**config.mk**
```make
export PLATFORM = sky130hd
export DESIGN_NAME = mem_wb_stage
export DESIGN_NICKNAME = d
export VERILOG_FILES = /design/src/la_pkg.sv /design/src/mem_wb_stage.sv
export SDC_FILE = /design/constraint.sdc
export NUM_CORES = 1
export LEC_CHECK = 0
export BUFFER_PORTS_ARGS = -buffer_cell sky130_fd_sc_hd__buf_2
export CORE_MARGIN = 1.5
export CORE_UTILIZATION = 35
export DETAILED_ROUTE_END_ITERATION = 8
export GPL_TIMING_DRIVEN = 0
export PLACE_DENSITY = 0.82
export SLEW_MARGIN = 10
export SYNTH_ARGS = -nofsm -noshare
export SYNTH_HDL_FRONTEND = slang
export SYNTH_SLANG_ARGS = --single-unit
```
**constraint.sdc**
```tcl
create_clock -name clk -period 0.9 [get_ports clk]
set_clock_uncertainty 0.2 [all_clocks]
set_input_delay 0.135 -clock clk [delete_from_list [all_inputs] [get_ports clk]]
set_output_delay 0.135 -clock clk [all_outputs]
set_load 0.02 [all_outputs]
```
**src/la_pkg.sv**
```systemverilog
package la_pkg;

    typedef logic [31:0] bus32_t;
    typedef logic [63:0] bus64_t;

    // Decoded operation, one code per supported instruction.
    typedef enum logic [4:0] {
        ALU_OR,
        ALU_NOR,
        ALU_AND,
        ALU_XOR,
        ALU_SLL,
        ALU_SRL,
        ALU_SRA,
        ALU_ADD,
        ALU_SUB,
        ALU_SLT,
        ALU_SLTU,
        ALU_MUL,
        ALU_MULH,
        ALU_MULHU,
        ALU_DIV,
        ALU_DIVU,
        ALU_MOD,
        ALU_MODU,
        ALU_LDB,
        ALU_LDBU,
        ALU_LDH,
        ALU_LDHU,
        ALU_LDW,
        ALU_LLW,
        ALU_STB,
        ALU_STH,
        ALU_STW,
        ALU_SCW,
        ALU_NOP
    } aluop_e;

    // Result group of an operation.
    typedef enum logic [2:0] {
        SEL_LOGIC,
        SEL_SHIFT,
        SEL_ARITH,
        SEL_LOAD,
        SEL_STORE
    } alusel_e;

    // Exception codes follow the LoongArch ECODE numbering.
    typedef enum logic [6:0] {
        EXC_NONE = 7'h00,
        EXC_ALE  = 7'h09
    } exc_cause_e;

    localparam logic [13:0] csr_llbctl = 14'h060;

endpackage
```
**src/mem_wb_stage.sv**
```systemverilog
`timescale 1ns/1ps

module mem_wb_stage (
    input  logic               clk,
    input  logic               rst_n,
    input  logic               em_valid,
    input  la_pkg::alusel_e    em_sel,
    input  la_pkg::aluop_e     em_aluop,
    input  logic [4:0]         em_rd,
    input  la_pkg::bus32_t     em_result,
    input  logic [1:0]         em_byte_off,
    input  la_pkg::exc_cause_e em_exc,
    input  logic               em_llb_we,
    input  logic               em_llb_val,
    input  la_pkg::bus32_t     ram_rdata,
    output logic               llbit,
    output logic               wb_valid,
    output logic [4:0]         wb_rd,
    output la_pkg::bus32_t     wb_data,
    output logic               exc_valid,
    output la_pkg::exc_cause_e exc_cause
);

    import la_pkg::*;

    logic [7:0]  ld_byte;
    logic [15:0] ld_half;
    bus32_t      ld_data;
    bus32_t      data;
    logic        exc;

    assign ld_byte = ram_rdata[{em_byte_off, 3'b000} +: 8];
    assign ld_half = em_byte_off[1] ? ram_rdata[31:16] : ram_rdata[15:0];

    always_comb begin
        case (em_aluop)
            ALU_LDB:  ld_data = {{24{ld_byte[7]}}, ld_byte};
            ALU_LDBU: ld_data = {24'd0, ld_byte};
            ALU_LDH:  ld_data = {{16{ld_half[15]}}, ld_half};
            ALU_LDHU: ld_data = {16'd0, ld_half};
            default:  ld_data = ram_rdata;
        endcase
    end

    assign data = (em_sel == SEL_LOAD) ? ld_data : em_result;
    assign exc  = (em_exc != EXC_NONE);

    always_ff @(posedge clk or negedge rst_n) begin
        if (!rst_n) begin
            wb_valid  <= 1'b0;
            exc_valid <= 1'b0;
            llbit     <= 1'b0;
        end else begin
            wb_valid  <= em_valid;
            exc_valid <= em_valid && exc;
            if (em_valid && em_llb_we && !exc) begin
                llbit <= em_llb_val;
            end
        end
    end

    // A faulting instruction writes back zero.
    always_ff @(posedge clk) begin
        wb_rd     <= em_rd;
        wb_data   <= exc ? 32'd0 : data;
        exc_cause <= em_exc;
    end

endmodule

```
# Word-level counts from Yosys, hierarchy flattened
# Cells that the tools add are included.
[totals] word_cells=20 ff_bits=47 inputBits=91 output_inout_bits=47
[op_classes] shifts=1 n_eq_ne=5 mux=3 reduce_logical=5
[op_table] op="32-bit case mux with 4 select lines" count=1
[op_table] op="32-bit 2-to-1 mux" count=1
[op_table] op="32-bit by 6-bit variable part select with 8-bit output" count=1
[op_table] op="5-bit equality test (second input constant)" count=4
[op_table] op="16-bit 2-to-1 mux" count=1
[op_table] op="7-bit nonzero test" count=1
[op_table] op="3-bit by 2-bit equality test with 1-bit output (second input constant)" count=1
[op_table] op="1-bit logical AND" count=3
[op_table] op="1-bit zero test" count=1

# Longest topological paths before layout
[depth] ltp_word=3 ltp_mapped=6

# Worst setup path before layout
# OpenSTA, ideal clock, no wires.
[synth_path] kind="input-to-reg" from="input port em_exc[2]" to="register llbit" cell_stages=4 required_ps=572 arrival_ps=1321 setup_time_ps=128 setup_slack_ps=-749 path_cell_list="or4_4 > nor4_4 > nand3_1 > mux2_1"
[synth_between] elab_chain_len=3
[synth_rtl] element="from (decl)" line_no="mem_wb_stage.sv:12" rtl="input la_pkg::exc_cause_e em_exc,"
[synth_rtl] element="7-bit nonzero test" line_no="mem_wb_stage.sv:46" rtl="assign exc = (em_exc != EXC_NONE);"
[synth_rtl] element="1-bit zero test" line_no="mem_wb_stage.sv:56" rtl="if (em_valid && em_llb_we && !exc) begin"
[synth_rtl] element="1-bit logical AND" line_no="mem_wb_stage.sv:56"
[synth_rtl] element="to (signal assigned)" line_no="mem_wb_stage.sv:57" rtl="llbit <= em_llb_val;"
[synth_rtl] element="to (decl)" line_no="mem_wb_stage.sv:16" rtl="output logic llbit,"
# No other way between the ends.
# A chain may end at the register's enable or synchronous reset.

# Worst setup path in the final report
[layout_path] from="input port em_exc[6]" to="register llbit"
# Same word-level chain as after synthesis.

==> results.cfg <==
[status]
status = finished, violations left
failed_checks = negative hold slack, negative setup slack

[clock_network]
numClockSinks = 47
clk_latency_ns = 0.30
htreeDepth = 2
path_clk_slew_ns = 0.09
clk_path_buf_depth = 2
cts_made_buffers = 5
cts_root_buf = clkbuf_8
tritoncts = done

[synth]
ys_warn_count = 0
synthesis.area_sq_um = 2010
yosys.cell_types.count = 34
syn_area_per_cell_sq_um = 9.37
syn_nets = 306
synthCells = 215
synth.ff_latch_count = 47
ys_seq_area_share_pct = 47.5

[timing]
relSlewSlack_pct = 54.3
maxSlewViolCount = 0
hold_violations = 36
fmaxAchievable_mhz = 666
tightest_slew_ns = 0.686
rsz0062_at_grt = true
fin_hold_ws_ns = -0.119
period_share_pct = 167
fin_crit_ns = 1.50
setup_violations = 81
setup_ws_ns = -0.601

[layout]
nFillCells = 434
multi_input_area_sq_um = 1090
fin_area_sq_um = 3600
drive_gt1_share_pct = 64.5
postLayoutCoreUtil_pct = 65.0
seq_area_sq_um = 1010
syn2layout_area_growth_pct = 78.7
nNetsFinal = 470
n_antenna_cell = 0

[pwr]
ir_worst_vdd_mv = 0.695
power_switching_mw = 1.18
leakagePower_nw = 1.62
pwr-share-clk_pct = 34.8
pwr-share-comb_pct = 18.2
switching_share_pct = 25.9
powerDensity_nw_per_um2 = 1270
intPower_mw = 3.38
power.share.sequential_pct = 47.0

[grt]
grt_pass1_vias = 2385
grt_pass1_wl_um = 11300
grt.overflow.total = 0
grt_usage_pct = 24.0
antenna_found_initial = 0
grt_max_degree = 17

[floorplan]
dieArea_sq_um = 6220
ioPinCount = 138
fp.coreArea_sq_um = 5540
rows = 27
die_x_um = 78.9
start_util_pct = 36.4
dieHeight_um = 78.9

[worst_setup_path]
start_kind = primary input
worstPathArrival_ns = 1.49
rr_worst_depth = 1
cp_data_required_time_ns = 0.89
endpoint_kind = flop
path_class = primary input to flop
crit_fanout = 3

[placement]
portBuffers = 136
placed_area_sq_um = 2800
place_congestion = 0.869
dp_hpwl_um = 5080

[drt]
wl_per_cell_um = 16.5
first_pass_iters = 4
num_vias = 2317
routed_wl_um = 7470
first_iter_violations = 181
viasPerCell = 5.13
antenna_left = 0
route.detailed.drc = 0

[min_path]
holdPathStages = 3
hold_path.class = primary input to flop

[flow_run]
maxCapViolCount = 0
[repair_timing]
item                       CTS  global route
gates resized for setup    175             9
setup endpoints to repair   81            81
hold endpoints to repair    50            38
pin swaps                    4             1
setup buffers                5             0
cloned                       2             0
hold buffers                13             1
[power groups by stage]
stage | clock, mW | sequential (mW) | combinational [mW]
4_1_cts | 1.63 | 2.14 | 0.806
3_5_place_dp | 0 | 2.18 | 0.671
6_report | 1.59 | 2.15 | 0.829
2_1_floorplan | 0 | 2.23 | 0.264
3_3_place_gp | 0 | 2.18 | 0.666
5_1_grt | 1.71 | 2.15 | 0.893
[stage by stage]
stage / hold slack (ns) / total power, mW / TNS (ns) / instances / setup slack (ns)
finish: -0.119 / 4.57 / -26.40 / 452 / -0.601
global route: -0.132 / 4.75 / -29.50 / 452 / -0.634
floorplan: -0.361 / 2.50 / -22.38 / 215 / -0.748
detailed placement: -0.266 / 2.85 / -33.49 / 423 / -1.05
global placement: -0.270 / 2.84 / -34.13 / 423 / -1.06
CTS: -0.228 / 4.58 / -28.87 / 451 / -0.634
[layout by cell type, fill, tap and decap left out, types with 2 or more instances in the layout]
cell,n
nand2b_1,4
nor2b_1,3
a22oi_1,8
buf_2,89
clkbuf_8,7
a21oi_2,7
mux2_2,8
buf_8,2
nand2_1,21
clkbuf_1,6
a221oi_1,8
dlygate4sd3_1,14
buf_6,53
clkbuf_2,2
nand3b_1,2
o21ai_0,10
a22o_1,7
buf_4,3
o21ai_2,17
dfrtp_1,3
o21ai_1,15
dfxtp_2,44
a21oi_1,27
[synth_stat cells (all sizes together)]
cell type   n  area (sq um)
nor2        1          3.75
nand2      21          78.8
mux4        1          22.5
a221oi      8          70.1
buf         3          21.3
nor4        1          21.3
o21ai      43           215
and2        1          8.76
nand3       1          5.00
dfrtp       3          75.1
dfxtp      44           881
o22ai       1          20.0
mux2        9           101
and3        1          6.26
a21oi      34           185
clkbuf     11          46.3
nand2b      4          25.0
and3b       1          8.76
a22oi       8          60.1
or3b        1          8.76
o21bai      1          7.51
nand3b      2          15.0
nor4bb      1          10.0
or4         1          11.3
a21o        1          7.51
and2b       1          8.76
mux2i       1          10.0
nor2b       3          18.8
a22o        7          61.3
[critical path: stages]
cell     delay, ns
buf_6         0.09
or4_4         0.54
nor4_4        0.16
buf_4         0.19
nand3_2       0.07
mux2_4        0.31
[area by class of cell]
type,instances,share of cell area [%]
clock buffers,5,1.91
flip-flops and latches,47,28.1
well taps,72,2.50
multi-input cells,154,30.2
clock inverters,3,1.32
plain buffers,14,2.61
repair buffers,157,33.4
[final timing paths]
kind	from	end	slack, ns
worst min register to register	llbit	llbit	0.39
worst max-delay path	em_exc[6]	llbit	-0.60
worst min-delay path	ram_rdata[0]	wb_data[0]	-0.12
worst max register to register	llbit	llbit	-0.10
max in group asynchronous	rst_n	wb_valid	0.44
min in group asynchronous	rst_n	exc_valid	-0.04
[layer usage]
metal	share of wire (%)	up-vias	track usage, %	routed length (um)
li1	-	1127	-	-
met1	39	1057	26.9	2900
met2	51	125	44.8	3820
met3	8.6	8	5.75	640
met4	1.4	0	6.67	104
met5	0	-	0	0
[kinds of logic (layout without fill, tap and decap cells)]
family	count (synthesis)	count (layout)	share of synthesized area (%)
compound gates	103	103	31.1
buf+inv	14	179	3.35
flops	47	47	47.5
mux	11	11	6.65
simple gates	40	40	11.4
[sequential cells by signal, summed over array words and instances (netlist names)]
name	flops
exc_cause	7
wb_valid	1
wb_rd	5
wb_data	32
llbit	1
exc_valid	1
No activity file was read; power rests on OpenSTA's default activity.
