## src/la_pkg.sv

```systemverilog
package la_pkg;

    typedef logic [31:0] bus32_t;
    typedef logic [63:0] bus64_t;

    // Decoded operation, one code per supported instruction.
    typedef enum logic [4:0] {
        ALU_OR,
        ALU_NOR,
        ALU_AND,
        ALU_XOR,
        ALU_SLL,
        ALU_SRL,
        ALU_SRA,
        ALU_ADD,
        ALU_SUB,
        ALU_SLT,
        ALU_SLTU,
        ALU_MUL,
        ALU_MULH,
        ALU_MULHU,
        ALU_DIV,
        ALU_DIVU,
        ALU_MOD,
        ALU_MODU,
        ALU_LDB,
        ALU_LDBU,
        ALU_LDH,
        ALU_LDHU,
        ALU_LDW,
        ALU_LLW,
        ALU_STB,
        ALU_STH,
        ALU_STW,
        ALU_SCW,
        ALU_NOP
    } aluop_e;

    // Result group of an operation.
    typedef enum logic [2:0] {
        SEL_LOGIC,
        SEL_SHIFT,
        SEL_ARITH,
        SEL_LOAD,
        SEL_STORE
    } alusel_e;

    // Exception codes follow the LoongArch ECODE numbering.
    typedef enum logic [6:0] {
        EXC_NONE = 7'h00,
        EXC_ALE  = 7'h09
    } exc_cause_e;

    localparam logic [13:0] csr_llbctl = 14'h060;

endpackage
```

## src/div_unit.sv

```systemverilog
`timescale 1ns/1ps

module div_unit (
    input  logic           clk,
    input  logic           rst_n,
    input  logic           div_start,
    input  logic           div_signed,
    input  la_pkg::bus32_t div_a,
    input  la_pkg::bus32_t div_b,
    output logic           div_done,
    output la_pkg::bus32_t div_q,
    output la_pkg::bus32_t div_r
);

    typedef enum logic [1:0] {
        IDLE,
        RUN,
        FIX
    } state_e;

    state_e      state;
    logic [4:0]  step;
    logic [31:0] quo;
    logic [31:0] rem;
    logic [31:0] dvs;
    logic        neg_q;
    logic        neg_r;
    logic [31:0] a_mag;
    logic [31:0] b_mag;
    logic [32:0] trial;

    assign a_mag = (div_signed && div_a[31]) ? -div_a : div_a;
    assign b_mag = (div_signed && div_b[31]) ? -div_b : div_b;

    // Partial remainder with the next dividend bit shifted in, minus the divisor.
    assign trial = {rem, quo[31]} - {1'b0, dvs};

    always_ff @(posedge clk or negedge rst_n) begin
        if (!rst_n) begin
            state <= IDLE;
            step  <= 5'd0;
        end else begin
            case (state)
                IDLE: begin
                    if (div_start) begin
                        state <= RUN;
                        step  <= 5'd0;
                    end
                end
                RUN: begin
                    step <= step + 5'd1;
                    if (step == 5'd31) begin
                        state <= FIX;
                    end
                end
                default: state <= IDLE;
            endcase
        end
    end

    always_ff @(posedge clk) begin
        if (state == IDLE && div_start) begin
            quo   <= a_mag;
            rem   <= 32'd0;
            dvs   <= b_mag;
            // A zero divisor keeps the all-ones quotient unsigned.
            neg_q <= div_signed && (div_a[31] ^ div_b[31]) && (div_b != 32'd0);
            neg_r <= div_signed && div_a[31];
        end else if (state == RUN) begin
            if (!trial[32]) begin
                rem <= trial[31:0];
                quo <= {quo[30:0], 1'b1};
            end else begin
                rem <= {rem[30:0], quo[31]};
                quo <= {quo[30:0], 1'b0};
            end
        end
    end

    // Sign correction in the FIX cycle.
    assign div_done = (state == FIX);
    assign div_q    = neg_q ? -quo : quo;
    assign div_r    = neg_r ? -rem : rem;

endmodule

```

## config.mk

```make
export PLATFORM = sky130hd
export DESIGN_NAME = div_unit
export DESIGN_NICKNAME = d
export VERILOG_FILES = /design/src/la_pkg.sv /design/src/div_unit.sv
export SDC_FILE = /design/constraint.sdc
export NUM_CORES = 1
export LEC_CHECK = 0
export ABC_AREA = 1
export BUFFER_PORTS_ARGS = -buffer_cell sky130_fd_sc_hd__buf_2
export CAP_MARGIN = 20
export CORE_AREA = 2 2 162 164
export CTS_CLUSTER_DIAMETER = 120
export DETAILED_ROUTE_END_ITERATION = 8
export DIE_AREA = 0 0 164 166
export PLACE_DENSITY_LB_ADDON = 0.08
export REMOVE_ABC_BUFFERS = 1
export SLEW_MARGIN = 20
export SYNTH_ARGS = -nofsm -noshare
export SYNTH_HDL_FRONTEND = slang
export SYNTH_SLANG_ARGS = --single-unit
```

## constraint.sdc

```tcl
create_clock -name clk -period 4.6 [get_ports clk]
set_input_delay 0.69 -clock clk [delete_from_list [all_inputs] [get_ports clk]]
set_output_delay 0.69 -clock clk [all_outputs]
set_load 0.05 [all_outputs]
```

Word-level counts from Yosys, hierarchy flattened
Index checks and enable logic that the tools add are counted.

Divide/modulo/power cells: 0. Add/subtract/negate cells: 6. Multiplexer cells: 13. Magnitude comparators: 0. Reduce and logical (&&, ||, !) cells: 11. Multipliers: 0. Bitwise logic cells: 1. Eq/ne operators: 5. Shift-type cells: 0.

Operators by type and width (number): 32-bit two-way mux (7); 32-bit negator (4); 33-bit by 32-bit subtractor with 33-bit output (1); 32-bit nonzero test (1); 5-bit case mux with 2 select lines (1); 5-bit by 1-bit adder with 5-bit output, second input constant (1); 5-bit == test, second input constant (1); 1-bit logical AND (5); 5-bit two-way mux (1); 2-bit two-way mux (2); 2-bit inequality test, second input constant (2); 2-bit case mux with 2 select lines (1); 2-bit AND reduction (2); 2-bit nonzero test (2); 2-bit by 1-bit == test with 1-bit output, second input constant (1); 2-bit == test, second input constant (1); 2-bit logical NOT (1); 1-bit two-way mux (1); 1-bit XOR (1).

Memory bits (read-only): 0. Memories kept: 0. RAM bits: 0. Output and inout bits: 65. Word-level logic and storage cells: 43. Bits in latches: 0. Register bits: 105.

Depth between registers and ports, before layout
Word-level depth: 4. Gate-level depth with buffers: 19.

Worst setup path before layout
OpenSTA, ideal clock, no wires.

Path kind: reg2out. Start point: register rem[0]. End point: output div_r[28]. Cell stages (with the launch flop): 11. Arrival time: 2.344 ns. Path buffers: 0. Slack: 1.566 ns. Cell sequence: dfxtp_1 -> inv_1 -> ha_1 -> nand3_1 -> nor2_1 -> nand2_1 -> nor2_1 -> nand3_1 -> o21ai_0 -> o21ai_0 -> xor2_1.

Word-level cells in the longest chain between the ends: 2.

Ends and longest elaborated chain: start: declaration (RTL line div_unit.sv:24) `logic [31:0] rem;`; start signal: assignment (RTL line div_unit.sv:71) `rem <= trial[31:0];`; start signal: assignment (RTL line div_unit.sv:74) `rem <= {rem[30:0], quo[31]};`; 32-bit negator (RTL line div_unit.sv:83) `assign div_r = neg_r ? -rem : rem;`; 32-bit two-way mux (RTL line div_unit.sv:83); end: declaration (RTL line div_unit.sv:12) `output la_pkg::bus32_t div_r`.

Every way passes these cells.

Worst setup path after layout
Same ends and word-level chain as after synthesis.

==> impl_metrics.csv <==
group,metric,value,unit
run_status,outcome,"finished clean",
drt,finalWirelength,29.65,mm
clocking,cts-htree-levels,3,
timing,post-route-min-period,3.661,ns
timing,slew_headroom,40.17,%
yosys,post-synth-top-area-cell,"edfxtp_1",
critical_path,cp-start-kind,"flop",
job,drv_cap,0,
pwr,leakage,5.933,nW
yosys,synthTopCellsByCount,"505 x nand2_1, 283 x inv_1, 150 x nor2_1, 100 x nand3_1, 100 x xor2_1",
placed_design,io_buffer_count,132,
hold_path,hp-class,"in2async",
floorplanning,floorplan.rows,59,
grt,grt.overflow.total,0,
yosys,netlist_area,9991,um2
yosys,synth_cell_types,46,
drt,dr_total_vias,9916,
timing,tightest_slew,0.8963,ns
clocking,ctsHoldBuffers,0,
floorplanning,ios,133,
yosys,ys_async_sr_fraction,6.667,%
critical_path,path_buf_inv,2,
clocking,cts_num_sinks,105,
critical_path,worstSetupEndpointType,"output port",
timing,setup_tns,0,ns
critical_path,critPathRequiredTime,3.91,ns
placed_design,dp_slack,1.381,ns
critical_path,crit_slowest_cell,"nor2_1",
floorplanning,die_h,166,um
critical_path,crit_family,"simple AND/OR/NAND/NOR gates",
drt,ant_nets,0,
grt,grt_pass1_wl,47.45,mm
timing,hold_ws,0.1485,ns
drt,first_pass_iters,5,
timing,setup_viol,0,
clocking,cts_resized,0,
timing,fmax,273.2,MHz
timing,grt_setup_unrepaired,"no",
yosys,netlist_instances,1584,
grt,antenna_found_initial,9,
finish,finalNetCount,1807,
clocking,cts_setup_buffers,0,
clocking,cts.clk_slew.worst_paths,0.08,ns
yosys,synth_area_leaders,"edfxtp_1 20%, nand2_1 19%, inv_1 11%, xor2_1 8.8%, dfxtp_1 6.4%",
critical_path,worstPathArrival,2.97,ns
placed_design,place_congestion,0.9132,
drt,post-route-drc-count,0,
pwr,total_power,0.008665,W
timing,clock_skew,0.01322,ns
timing,hold_viol,0,
floorplanning,die_w,164,um
grt,grt_max_degree,57,
yosys,ys_ff_latch,105,
grt,grt_use_total,22.12,%
critical_path,cp_max_fo,4,
critical_path,crit_type,"reg2out",
critical_path,critPathMaxStageDelay,0.38,ns
clocking,cts_root_buf,"clkbuf_16",
timing,fin_crit_sh,79.58,%
yosys,syn-mean-instance-area,6.307,um2
drt,viasPerCell,4.851,
yosys,synth_most_common_cell,"nand2_1",
yosys,ys.flop_type,"edfxtp_1",
finish,nFillCells,2807,
pwr,power-per-cell-area,768.4,nW/um2
yosys,synth-edff-count,66,
finish,final_layout_size_suffix_gt1_share,11.73,%
clocking,cts_tree,"done",
critical_path,path_cells,"inv_1 > ha_1 > nand3_1 > nor2_1 > nand2_1 > nor2_1 > nand3_1 > o21ai_0 > o21ai_0 > xor2_1 > buf_2",
yosys,synthDominantCellAreaShare,19.84,%
clocking,numCtsBuffers,9,
clocking,clockBufferDepth,2,
drt,drt_iter0_markers,498,
yosys,ys_seq_area_share,28.00,%
floorplanning,fp.coreArea,25620,um2
floorplanning,dieArea,27220,um2
clocking,clk-insertion-delay-late,0.36,ns
yosys,ys.warnings.count,0,
timing,drv_slew,0,
drt,routedWlPerCell,14.50,um
finish,syn_to_final_growth,12.87,%
pwr,peakVddDrop,0.4253,mV
grt,grt_pass1_vias,9455,
placed_design,dpl.hpwl,23.97,mm
floorplanning,start_util,39.00,%
finish,final_core_util,44.02,%
timing,timing.final.ws_setup,0.9393,ns
==> worst register-to-register path, cell delays in order, from the launching register on <==
cell	delay [ns]
edfxtp_1	0.37
inv_1	0.13
ha_1	0.27
fa_1	0.42
inv_1	0.08
nand2_1	0.06
nand2_1	0.10
nand3_1	0.09
nand2_2	0.13
nand2_2	0.06
nand2_2	0.09
nand2_2	0.09
nand2_2	0.09
nand2_2	0.06
nand2_4	0.33
nand2_1	0.14
nand3_1	0.10
a21oi_1	0.06
==> power by group <==
group	internal (W)	switching (W)
Sequential	0.00150	0.000430
Clock	0.000461	0.000380
Combinational	0.00168	0.00422
==> per-layer routing <==
layer,GRT usage [%],share of wire (%),vias up
li1,-,-,5173
met3,3.996,4.8,38
met5,0,0.23,-
met1,27.81,44,4492
met2,38.62,49,203
met4,6.140,1.9,10
==> through the flow <==
stage	std cells	area, um2
3_5_place_dp	2024	10950
6_report	2044	11280
5_1_grt	2042	11270
4_1_cts	2040	11270
3_3_place_gp	2024	10950
2_1_floorplan	1548	9799
==> flip-flops by register name, summed over array words and instances, names as in the netlist <==
signal and cells:
dvs 32, neg_q 1, neg_r 1, quo 32, state 2, step 5, rem 32
==> final cells by class <==
class	count	area, um2	area share [%]
antenna	4	10.01	0.08876
clock buffer	10	250.2	2.219
clock inverter	6	68.82	0.6102
inverter	286	1075	9.531
multi-input combinational	1157	5928	52.57
sequential	105	2798	24.81
tap	335	419.2	3.717
timing repair buffer	141	728.2	6.457
==> logic make-up (layout without fill, tap and decap cells) <==
kind of cell,after synthesis,after routing,share of synthesized area [%]
DFF,105,105,28.00
and+or+nand+nor,846,846,35.48
other,0,4,0
buffers and inverters,322,443,12.66
adders and majority gates,39,39,4.959
AOI/OAI and AO/OA,149,149,8.115
xor gates and xnor gates,123,123,10.78
==> cell usage in the layout, fill, tap and decap left out, drive strengths merged, types with 2 or more instances in the layout <==
master    n
a21oi    63
a31oi    10
and2      2
buf     141
clkbuf   10
clkinv    4
dfrtp     7
dfxtp    32
diode     4
edfxtp   66
ha       38
inv     286
nand2   521
nand3   101
nand3b    3
nand4    20
nor2    152
nor3     30
nor4      6
o21ai    65
o31ai     6
or2      10
xnor2    23
xor2    100
==> path summary, 6_finish.rpt <==
kind	from	end	slack (ns)	cells past startpoint
max	rem[0]	div_r[28]	0.94	11
max in group asynchronous	rst_n	step[1]	4.29	1
min	rst_n	state[1]	0.15	1
min reg2reg	rem[1]	rem[1]	0.50	2
min in group clk	rem[1]	rem[1]	0.50	2
max reg2reg	quo[31]	rem[13]	1.78	17
Power figures use the tool's default switching activity.
